`config.mk`:
```
export PLATFORM = sky130hd
export DESIGN_NAME = float_mul_pipeline
export DESIGN_NICKNAME = d
export VERILOG_FILES = /design/src/common/float_pkg.sv /design/src/common/exp_result_if.sv /design/src/float_exp_path.sv /design/src/float_mant_mul.sv /design/src/float_normalize.sv /design/src/float_mul_pipeline.sv
export SDC_FILE = /design/constraint.sdc
export NUM_CORES = 1
export LEC_CHECK = 0
export BUFFER_PORTS_ARGS = -buffer_cell sky130_fd_sc_hd__buf_2
export CAP_MARGIN = 10
export CORE_AREA = 2 2 104 207
export DETAILED_ROUTE_END_ITERATION = 12
export DIE_AREA = 0 0 106 209
export GPL_TIMING_DRIVEN = 0
export PLACE_DENSITY = 0.86
export RECOVER_POWER = 25
export SLEW_MARGIN = 20
export SYNTH_ARGS = -nofsm -noshare
export SYNTH_HDL_FRONTEND = slang
export SYNTH_SLANG_ARGS = --single-unit
```
`constraint.sdc`:
```
create_clock -name clk -period 2.93 [get_ports clk]
set_clock_uncertainty 0.05 [all_clocks]
set_input_delay 0.586 -clock clk [delete_from_list [all_inputs] [get_ports clk]]
set_output_delay 0.586 -clock clk [all_outputs]
set_load 0.03 [all_outputs]
```
`src/common/float_pkg.sv`:
```
package float_pkg;

    // ieee 754 single precision layout
    localparam int float_width = 32;
    localparam int exp_width   = 8;
    localparam int mant_width  = 23;

    // significand with the hidden one in front
    localparam int sig_width  = mant_width + 1;

    // full integer product of two significands
    localparam int prod_width = 2 * sig_width;

    // exponent bias for single precision
    localparam int exp_bias = 127;

    // signed width for the raw exponent sum
    // range is -125 .. 381, so 10 bits with sign is enough
    localparam int exp_calc_width = 10;

    // largest biased exponent that is still finite
    // 255 is reserved for inf / nan
    localparam int exp_max = 254;

    // one add-shift step per multiplier bit
    localparam int mant_cycles = sig_width;

    // down counter for the mantissa loop, holds 0 .. mant_cycles
    localparam int cnt_width = $clog2(mant_cycles + 1);

endpackage

```
`src/common/exp_result_if.sv`:
```
`timescale 1ns/1ps

interface exp_result_if;
    import float_pkg::*;

    // one-cycle strobe, other fields valid with it
    logic                              done;
    // xor of operand signs
    logic                              sign;
    // exp_a + exp_b - bias, may be out of range
    logic signed [exp_calc_width-1:0]  exp_sum;
    // either exponent field was zero
    logic                              zero;

    // exponent path side
    modport src (
        output done,
        output sign,
        output exp_sum,
        output zero
    );

    // normalizer side
    modport dst (
        input done,
        input sign,
        input exp_sum,
        input zero
    );

endinterface

```
`src/float_exp_path.sv`:
```
`timescale 1ns/1ps

module float_exp_path (
    input  logic                            clk,
    input  logic                            rst_n,
    input  logic                            req,
    input  logic [float_pkg::float_width-1:0] a,
    input  logic [float_pkg::float_width-1:0] b,
    exp_result_if.src                       res
);
    import float_pkg::*;

    // stage 1 capture of the operand fields
    logic                  pend;
    logic                  sign_q;
    logic [exp_width-1:0]  exp_a_q;
    logic [exp_width-1:0]  exp_b_q;

    // stage 2 arithmetic on the captured fields
    logic signed [exp_calc_width-1:0] sum_calc;

    // zero-extend both fields before the subtract
    assign sum_calc = exp_calc_width'(exp_a_q) + exp_calc_width'(exp_b_q)
                    - exp_calc_width'(exp_bias);

    // strobes only
    always_ff @(posedge clk or negedge rst_n) begin
        if (!rst_n) begin
            pend     <= 1'b0;
            res.done <= 1'b0;
        end else begin
            pend     <= req;
            // done follows req by two edges
            res.done <= pend;
        end
    end

    // operand fields taken straight from the request words
    always_ff @(posedge clk) begin
        if (req) begin
            sign_q  <= a[float_width-1] ^ b[float_width-1];
            exp_a_q <= a[float_width-2 -: exp_width];
            exp_b_q <= b[float_width-2 -: exp_width];
        end
    end

    // registered result, held until the next request
    always_ff @(posedge clk) begin
        if (pend) begin
            res.sign    <= sign_q;
            res.exp_sum <= sum_calc;
            // denormals count as zero here
            res.zero    <= (exp_a_q == '0) || (exp_b_q == '0);
        end
    end

endmodule

```
`src/float_mant_mul.sv`:
```
`timescale 1ns/1ps

module float_mant_mul (
    input  logic                              clk,
    input  logic                              rst_n,
    input  logic                              req,
    input  logic [float_pkg::float_width-1:0] a,
    input  logic [float_pkg::float_width-1:0] b,
    output logic                              prod_done,
    output logic [float_pkg::prod_width-1:0]  product
);
    import float_pkg::*;

    // loop control
    logic                  busy;
    logic [cnt_width-1:0]  cnt;

    // multiplicand shifts left, multiplier shifts right
    logic [prod_width-1:0] mcand;
    logic [sig_width-1:0]  mplier;
    logic [prod_width-1:0] acc;

    assign product = acc;

    always_ff @(posedge clk or negedge rst_n) begin
        if (!rst_n) begin
            busy      <= 1'b0;
            cnt       <= '0;
            prod_done <= 1'b0;
        end else begin
            prod_done <= 1'b0;
            if (req) begin
                // a new request always restarts the loop
                busy <= 1'b1;
                cnt  <= cnt_width'(mant_cycles);
            end else if (busy) begin
                cnt <= cnt - 1'b1;
                // last step happens on this edge
                if (cnt == cnt_width'(1)) begin
                    busy      <= 1'b0;
                    prod_done <= 1'b1;
                end
            end
        end
    end

    // datapath, one add-shift per busy cycle
    always_ff @(posedge clk) begin
        if (req) begin
            // hidden one goes back in front of the fraction
            mcand  <= prod_width'({1'b1, a[mant_width-1:0]});
            mplier <= {1'b1, b[mant_width-1:0]};
            acc    <= '0;
        end else if (busy) begin
            if (mplier[0]) begin
                acc <= acc + mcand;
            end
            mcand  <= mcand << 1;
            mplier <= mplier >> 1;
        end
    end

endmodule

```
`src/float_normalize.sv`:
```
`timescale 1ns/1ps

module float_normalize (
    input  logic                              clk,
    input  logic                              rst_n,
    exp_result_if.dst                         res,
    input  logic                              prod_done,
    input  logic [float_pkg::prod_width-1:0]  product,
    output logic                              ack,
    output logic [float_pkg::float_width-1:0] out
);
    import float_pkg::*;

    // exponent result waiting for the mantissa
    logic                              wait_prod;
    logic                              lat_sign;
    logic signed [exp_calc_width-1:0]  lat_exp;

    // normalized fields
    logic signed [exp_calc_width-1:0]  exp_fin;
    logic [mant_width-1:0]             mant_fin;
    logic [float_width-1:0]            norm_word;

    // product of two values in [1,2) lies in [1,4)
    // so at most one bit of shift is needed
    always_comb begin
        if (product[prod_width-1]) begin
            mant_fin = product[prod_width-2 -: mant_width];
            exp_fin  = lat_exp + exp_calc_width'(1);
        end else begin
            mant_fin = product[prod_width-3 -: mant_width];
            exp_fin  = lat_exp;
        end
    end

    // range check after the carry has been added
    always_comb begin
        if (exp_fin > exp_max) begin
            // overflow saturates to inf
            norm_word = {lat_sign, {exp_width{1'b1}}, {mant_width{1'b0}}};
        end else if (exp_fin < 1) begin
            // underflow flushes to zero
            norm_word = {lat_sign, {(float_width-1){1'b0}}};
        end else begin
            norm_word = {lat_sign, exp_fin[exp_width-1:0], mant_fin};
        end
    end

    always_ff @(posedge clk or negedge rst_n) begin
        if (!rst_n) begin
            wait_prod <= 1'b0;
            ack       <= 1'b0;
            out       <= '0;
        end else begin
            ack <= 1'b0;
            if (res.done && res.zero) begin
                // short path, the running multiply is ignored
                out       <= {res.sign, {(float_width-1){1'b0}}};
                ack       <= 1'b1;
                wait_prod <= 1'b0;
            end else if (res.done) begin
                wait_prod <= 1'b1;
            end else if (wait_prod && prod_done) begin
                out       <= norm_word;
                ack       <= 1'b1;
                wait_prod <= 1'b0;
            end
        end
    end

    // latch sign and exponent at the strobe
    always_ff @(posedge clk) begin
        if (res.done) begin
            lat_sign <= res.sign;
            lat_exp  <= res.exp_sum;
        end
    end

endmodule

```
`src/float_mul_pipeline.sv`:
```
`timescale 1ns/1ps

module float_mul_pipeline (
    input  logic                              clk,
    input  logic                              rst_n,
    // one-cycle request with both operands
    input  logic                              req,
    input  logic [float_pkg::float_width-1:0] a,
    input  logic [float_pkg::float_width-1:0] b,
    // one-cycle done pulse, out held until the next one
    output logic                              ack,
    output logic [float_pkg::float_width-1:0] out
);

    // mantissa result, two signals so plain wires
    logic                             prod_done;
    logic [float_pkg::prod_width-1:0] product;

    // exponent path to normalizer
    exp_result_if exp_res_i ();

    // sign, exponent sum, zero detect
    float_exp_path exp_path_i (
        .clk   (clk),
        .rst_n (rst_n),
        .req   (req),
        .a     (a),
        .b     (b),
        .res   (exp_res_i.src)
    );

    // 24-step shift-add significand product
    float_mant_mul mant_mul_i (
        .clk       (clk),
        .rst_n     (rst_n),
        .req       (req),
        .a         (a),
        .b         (b),
        .prod_done (prod_done),
        .product   (product)
    );

    // merge both paths and drive the result
    float_normalize normalize_i (
        .clk       (clk),
        .rst_n     (rst_n),
        .res       (exp_res_i.dst),
        .prod_done (prod_done),
        .product   (product),
        .ack       (ack),
        .out       (out)
    );

endmodule

```
After elaboration in Yosys (flattened, before gate mapping). Index checks and enable logic that the tools add are counted.

Add/subtract/negate cells: 5. Magnitude comparators: 2. Eq/ne operators: 2. Mux-type cells: 25. Bitwise logic cells: 1. Reductions and logical operators: 10.

Operators by type and width (count): 2-to-1 mux 23 bit (5); 2-to-1 mux 32 bit (3); 2-to-1 mux 31 bit (2); adder 48 bit (1); logical NOT 8 bit (2); 2-to-1 mux 1 bit (12); adder 10 x 2 -> 10 bit (second input constant) (1); > comparator 10 x 9 -> 1 bit (second input constant) (1); < comparator 10 x 2 -> 1 bit (second input constant) (1); 2-to-1 mux 10 bit (1); 2-to-1 mux 5 bit (2); subtractor 10 x 7 -> 10 bit (second input constant) (1); adder 8 x 8 -> 9 bit (1); == test 5 x 1 -> 1 bit (second input constant) (1); subtractor 5 x 1 -> 5 bit (second input constant) (1); AND reduction 2 bit (2); nonzero test 2 bit (2); nonzero test 3 bit (1); logical AND 1 bit (2); != test 2 x 1 -> 1 bit (second input constant) (1); logical OR 1 bit (1); XOR 1 bit (1).

Flip-flop bits (word level): 203. Input port bits: 67. Output and inout port bits: 33. Logic and storage cells: 66.

Logic depth before layout (Yosys ltp). Gate-level depths: netlist of run 1.

Depth after elaboration: 8. Depth in mapped cells: 11. Depth with buffers taken out: 11.

By module. A second synthesis of run 1 with hierarchy kept.

Cells, all modules: 1113. Area total of the unflattened synthesis: 11551.1 um^2.

Modules (own cells, without submodules): float_mant_mul (times used 1, cells an instance 806, area each 7614.8 um^2, seq. area each 3037.9 um^2); float_normalize (times used 1, cells an instance 217, area each 2541.2 um^2, seq. area each 1181.1 um^2); float_exp_path (times used 1, cells an instance 90, area each 1395.1 um^2, seq. area each 920.9 um^2).

Worst setup path after synthesis of run 1. No wires, ideal clock.

Path kind: register to register. Start: register mant_mul_i.mcand[0]. End: register mant_mul_i.acc[44] (netlist: mant_mul_i.product[44]). Setup time: 0.128 ns. Arrival: 2.630 ns. Required time: 2.752 ns. Slack: 0.122 ns. Stages on the path, launching flop included: 12. Buffers on the path: 0. Period minus slack after synthesis: 2.808 ns. Cell sequence: edfxtp_1 ha_1 fa_1 a211oi_1 o21ai_1 a22oi_2 a211oi_2 a41oi_1 a21oi_1 a31oi_1 xor2_1 o21ai_1.

Longest elaborated chain between the ends: 1.

Ends and longest elaborated chain: from (decl) (RTL line float_mant_mul.sv:19) `logic [prod_width-1:0] mcand;`; from (signal assigned) (RTL line float_mant_mul.sv:51) `mcand <= prod_width'({1'b1, a[mant_width-1:0]});`; from (signal assigned) (RTL line float_mant_mul.sv:58) `mcand <= mcand << 1;`; adder 48 bit (RTL line float_mant_mul.sv:56) `acc <= acc + mcand;`; to (signal assigned) (RTL line float_mant_mul.sv:56); to (decl) (RTL line float_mant_mul.sv:21) `logic [prod_width-1:0] acc;`.

Every way passes these cells. A chain may end at the register's enable or synchronous reset.

Final worst setup path of run 1.
Start: register mant_mul_i.mcand[0]. End: register mant_mul_i.acc[10] (netlist: mant_mul_i.product[10]).

The elaborated chain is that of the path after synthesis.

==> run metrics, run 1 <==
CTS tree built; Pre-antenna DRT Iters 6; fmax between 0.3 and 0.4 GHz; final hold vios 0; total power 8.091 mW; Worst Tran Pin Value 2443 ps; Top Ports 100; register bit count reported by yosys a little over 200; antenna viol nets, final 0; CTS Sinks slightly above 200; leak pwr between 5 and 6 nW; area grow syn2layout 20.10%; Ys Warns 0; Antenna Cells 0; clk buf depth 3; hold_sp b[23]; Crit Reg-Reg Startpoint mant_mul_i.mcand[0]; vias per inst 5.862; kind of end point of the critical path flop; chip width between 100 and 150 um; first-pass GRT wire length between 40000 and 50000 um; asr flop ratio synth 21.18%; Vias 8851; port bufs 99; largest net degree at the start of global routing 44; Register-to-Register Path Depth 12; internal reg-to-reg setup slack -10 ps; most common library cell in the layout ignoring fill and taps nand2_1; Remaining DRCs 0; Avg Inst Size Synth approximately 10 um2; Worst R2R End mant_mul_i.product[10]; Worst path max stage delay ~450 ps; most frequent cells in the layout nand2_1 (142), buf_2 (98), edfxtp_1 (86), a21oi_1 (76); WL met1 around 11000 um; vias in the first global route around 8800; post-synth cell types 63; critical path's slowest cell edfxtp_1; buffer and inverter count on the worst path 2; PwrDens ~600 nW/um2; final worst path period share 100.5%; cts bufs inserted 20; fin. max-slew vios 44; max-cap violations 1; CTS Root Cell clkbuf_16; Die ar. between 20000 and 25000 um2; drt total wl between 20000 and 30000 um; Post-synth EDFFs between 80 and 90; post-layout minimum cycle time between 2000 and 3000 ps; filler cell count about 1600; area of the multi-input gates 6036 um2; syn nets 1223; final setup TNS -14.86 ps; GPL Wtd Cong between 0.9 and 1; worst hold-check path type in2reg; share of cells above drive strength 1 between 20% and 30%; GR Overflow Total 0; hpwl dp 18640 um; relative slew slack -62.88%; nets ~1400; Crit Path Class reg2reg; H-tree depth 1; Clk Latency, worst-skew pair approximately 500 ps; Final setup viols 1; WHS Endpoint exp_path_i.exp_b_q[0]; All-Layer GR Usage 23.22%; CP startpoint kind flop; number of cell rows 75; Detailed Route Iter0 Violations between 600 and 700; failing checks capacitance limit, slew limit, setup timing; delay-heaviest family, CP compound AO/OA/AOI/OAI gates; crit-path cells ha_4, fa_2, a211oi_4, buf_4, buf_4, o21bai_1, a21oi_1, o21bai_1, a21oi_2, nor2b_1, o21ai_0, o311ai_0; peak supply drop a little over 0.6 mV; Synth Flop Type edfxtp_1; WL met3 1476 um; Hold Path Stages 1; uppermost layer routed met4; initial antenna violation count 0; met2 wire length approximately 13000 um; Register Area approximately 5100 um2; Die Ht around 210 um; Netlist Area Pre-Place roughly 11000 um2; core box area between 20000 and 25000 um2; drt wl/cell approximately 18 um; Syn Inst Count 1095; outcome complete, but fails checks; setup ws final -14.86 ps; crit path max fanout 2; initial core utilization a little over half; hold_buf cts 0; Seq/Total Area, Yosys ~47%; RSZ-0062 raised after global routing true; CTS clk-pin slew, worst paths around 70 ps; WP data arrival between 3000 and 4000 ps; critical path required time 3240 ps
## flip-flops by register name, summed over array words and instances (netlist names)
name,cells
mant_mul_i.cnt,5
exp_path_i.res.zero,1
exp_path_i.sign_q,1
normalize_i.ack,1
mant_mul_i.product,48
exp_path_i.res.done,1
mant_mul_i.prod_done,1
normalize_i.wait_prod,1
exp_path_i.exp_b_q,8
mant_mul_i.mcand,48
mant_mul_i.busy,1
exp_path_i.pend,1
mant_mul_i.mplier,24
exp_path_i.res.sign,1
exp_path_i.exp_a_q,8
normalize_i.out,32
normalize_i.lat_sign,1
exp_path_i.res.exp_sum,10
normalize_i.lat_exp,10
## metrics by stage
stage	instances	worst slack [ps]	area, um2	hold slack [ps]	utilization (%)
after global routing	1510	-137.4	13120	204.9	63.28
after floorplan	1095	122.3	10930	240.4	-
after detailed placement	1464	-488.9	11780	355.2	56.81
final	1510	-14.86	13120	212.8	63.28
after global placement	1463	-479.3	11760	351.6	56.70
after CTS	1507	5.153	12790	200.7	61.67
## cells in the mapped netlist, types with 10 or more instances
library cell / n / area share (%)
nand2_1: 144 / 4.9
a21oi_1: 93 / 4.3
edfxtp_1: 86 / 24
nor2_1: 77 / 2.6
dfxtp_1: 74 / 14
ha_1: 59 / 6.8
o21ai_0: 57 / 2.6
mux2i_1: 49 / 4.5
mux2_2: 46 / 4.7
dfrtp_1: 43 / 9.8
clkbuf_1: 35 / 1.2
xnor2_1: 34 / 2.7
a21o_1: 28 / 1.9
inv_1: 26 / 0.89
xor2_1: 26 / 2.1
nor3_1: 21 / 0.96
nand3_1: 17 / 0.78
o21ai_1: 17 / 0.78
o21bai_1: 15 / 1.0
a211oi_1: 12 / 0.82
a31oi_1: 11 / 0.63
nand4_1: 11 / 0.63
nor4_1: 10 / 0.57
## per-layer routing
metal	vias up	global-route usage [%]
met4	0	9.664
met3	84	2.901
met1	4210	28.96
met5	-	0
li1	4231	-
met2	326	40.38
## power by group
group	switching, mW	total (mW)	internal [mW]
registers	0.189	3.44	3.25
clock network	1.12	2.79	1.67
logic	1.04	1.86	0.819
## worst max path at each step
stage                                    from                      to  slack (ps)  cells after the start
final                     mant_mul_i.mcand[0]  mant_mul_i.product[10]         -10                     12
after floorplan           mant_mul_i.mcand[0]  mant_mul_i.product[44]         120                     11
after CTS                 mant_mul_i.mcand[5]  mant_mul_i.product[47]           5                     10
after detailed placement  mant_mul_i.mcand[0]  mant_mul_i.product[44]        -490                     11
after global routing      mant_mul_i.mcand[0]  mant_mul_i.product[44]        -140                     11
after global placement    mant_mul_i.mcand[0]  mant_mul_i.product[44]        -480                     11
## area by class of cell
cell class | count | share of cell area, %
well taps | 269 | 2.565
clock buffers | 25 | 4.119
multi-input cells | 819 | 46.00
plain buffers | 42 | 1.344
clock inverters | 11 | 1.278
inverters | 26 | 0.7437
flip-flops and latches | 203 | 39.18
repair buffers | 115 | 4.777
## logic make-up after synthesis
family | share of synthesized area [%]
AO/OA/AOI/OAI | 15.55
XOR/XNOR | 4.809
adder cells (fa/ha/maj) | 7.122
buffers and inverters | 2.599
flip-flops | 47.04
multiplexers | 9.229
AND/OR/NAND/NOR | 13.65
## repair_timing
action | 4_1_cts | 5_1_grt
setup endpoints to repair | 22 | 24
pin swaps | 11 | 33
buffers inserted | 8 | 8
resized for setup | 40 | 56
Note: power is estimated with default switching activity, not from simulation.
==> inputs of run 2 (changes only) <==
--- a/config.mk
+++ b/config.mk
@@ -7,11 +7,12 @@
 export LEC_CHECK = 0
 export BUFFER_PORTS_ARGS = -buffer_cell sky130_fd_sc_hd__buf_2
 export CAP_MARGIN = 10
-export CORE_AREA = 2 2 104 207
+export CORE_AREA = 2 2 151 301
 export DETAILED_ROUTE_END_ITERATION = 12
-export DIE_AREA = 0 0 106 209
+export DIE_AREA = 0 0 153 303
 export GPL_TIMING_DRIVEN = 0
-export PLACE_DENSITY = 0.86
+export MAX_ROUTING_LAYER = met4
+export PLACE_DENSITY = 0.52
 export RECOVER_POWER = 25
 export SLEW_MARGIN = 20
 export SYNTH_ARGS = -nofsm -noshare
==> run 2 against run 1 <==
The flow still finishes with violations (capacitance limit, slew limit, setup timing). Combinational power is essentially flat. Fmax grew 0.12%. Setup slack gained 3.6 ps. Die area grew 110%. Worst hold slack lost 27 ps. Via count shrank 2.3%. Non-clock buffer count grew 16.
==> run metrics, run 2 (synthesized netlist as in run 1, its figures left out) <==
most common library cell in the layout ignoring fill and taps nand2_1; relative slew slack -66.38%; worst hold-check path type in2reg; kind of end point of the critical path flop; share of cells above drive strength 1 22.88%; antenna viol nets, final 0; Post-Place Cells 1749; critical path required time around 3300 ps; core box area around 44000 um2; Crit Path Class reg2reg; hpwl dp approximately 24000 um; failing checks capacitance limit, slew limit, setup timing; Clk Latency, worst-skew pair about 530 ps; CTS Root Cell clkbuf_16; WP data arrival approximately 3300 ps; drt wl/cell 17.37 um; peak supply drop slightly above 0.4 mV; number of cell rows 109; PwrDens 598.1 nW/um2; Die Ht around 300 um; GR Overflow Total 0; Detailed Route Iter0 Violations a little under 400; GPL Wtd Cong approximately 0.9; fin. max-slew vios 44; port bufs 99; clk buf depth 3; chip width approximately 150 um; Register-to-Register Path Depth 11; Die ar. between 40000 and 50000 um2; initial antenna violation count 3; vias in the first global route slightly above 9000; Register Area approximately 5100 um2; fin cells approximately 1800; crit path max fanout 4; CTS clk-pin slew, worst paths 80 ps; area of the multi-input gates between 5000 and 6000 um2; area grow syn2layout 23.81%; setup ws final -11.25 ps; Vias between 8000 and 9000; final setup TNS -11.25 ps; final worst path period share 100.4%; post-layout minimum cycle time 2941 ps; first-pass GRT wire length a little under 50000 um; CTS Sinks 203; Hold Path Stages 1; max-cap violations 1; nets 1372; initial core utilization approximately 25%; final hold vios 0; Remaining DRCs 0; drt total wl between 30000 and 40000 um; total power between 8 and 9 mW; Worst Tran Pin Value roughly 2500 ps; RSZ-0062 raised after global routing true; Pre-antenna DRT Iters 5; Final setup viols 1; CP startpoint kind flop; leak pwr ~5.5 nW; filler cell count 4582; fmax approximately 0.34 GHz; outcome complete, but fails checks; Top Ports 100; All-Layer GR Usage 13.74%; most frequent cells in the layout nand2_1 (141), buf_2 (97), edfxtp_1 (86), a21oi_1 (79); largest net degree at the start of global routing 47; CTS tree built; cts bufs inserted 21; H-tree depth 1; vias per inst around 4.8
run 2: worst max-delay path, cell delays in order (launching register included):
cell	delay, ps
edfxtp_1	430
ha_4	200
fa_2	390
a211oi_2	240
o21ai_1	130
a22oi_2	300
a211oi_4	140
a41oi_2	330
a21oi_4	160
a31oi_4	190
xor2_1	180
o21ai_1	70
run 2: cell type report:
class                   instances  share of cell area, %
clock inverters                13                  1.082
clock buffers                  25                  4.144
well taps                     555                  5.133
diodes                          2                0.03700
flip-flops and latches        203                  38.00
inverters                      26                 0.7214
repair buffers                131                  5.448
plain buffers                  42                  1.267
multi-input cells             819                  44.16
run 2: report_power, final:
group | total (mW) | switching, mW | internal, mW
clock network | 2.82 | 1.24 | 1.58
registers | 3.42 | 0.174 | 3.25
logic | 1.85 | 1.02 | 0.836
total | 8.09 | 2.43 | 5.66
run 2: per-layer routing:
layer	GRT usage, %	vias to the layer above	routed length [um]
met3	1.400	82	1170
met4	6.746	0	1645
met5	-	-	0
met1	13.03	4119	11160
met2	27.20	188	17570
li1	-	4261	-
run 2: worst paths after layout:
path	endpoint	slack (ps)	startpoint
max	mant_mul_i.product[44]	-10	mant_mul_i.mcand[0]
min	exp_path_i.exp_a_q[7]	190	a[30]
max reg2reg	mant_mul_i.product[44]	-10	mant_mul_i.mcand[0]
min reg2reg	normalize_i.lat_exp[4]	370	exp_path_i.res.exp_sum[4]
max in group asynchronous	normalize_i.out[8]	620	rst_n
min in group asynchronous	exp_path_i.res.done	770	rst_n
run 2: per-stage QoR:
| step | instance area [um2] | hold WS (ps) | setup slack, ps | util (%) |
|---|---|---|---|---|
| 2_1_floorplan | 10930 | 240.4 | 122.3 | - |
| 3_3_place_gp | 12120 | 350.9 | -781.3 | 27.51 |
| 3_5_place_dp | 12120 | 354.5 | -772.1 | 27.52 |
| 4_1_cts | 13150 | 161.5 | 11.43 | 29.86 |
| 5_1_grt | 13530 | 159.4 | -154.9 | 30.71 |
| 6_report | 13530 | 185.7 | -11.25 | 30.71 |
run 2: timing repair:
| item | in CTS | in global routing |
|---|---|---|
| pin swaps | 18 | 38 |
| hold buffers | 0 | 0 |
| setup buffers | 12 | 21 |
| gates resized for setup | 43 | 53 |
| setup endpoints to repair | 23 | 34 |
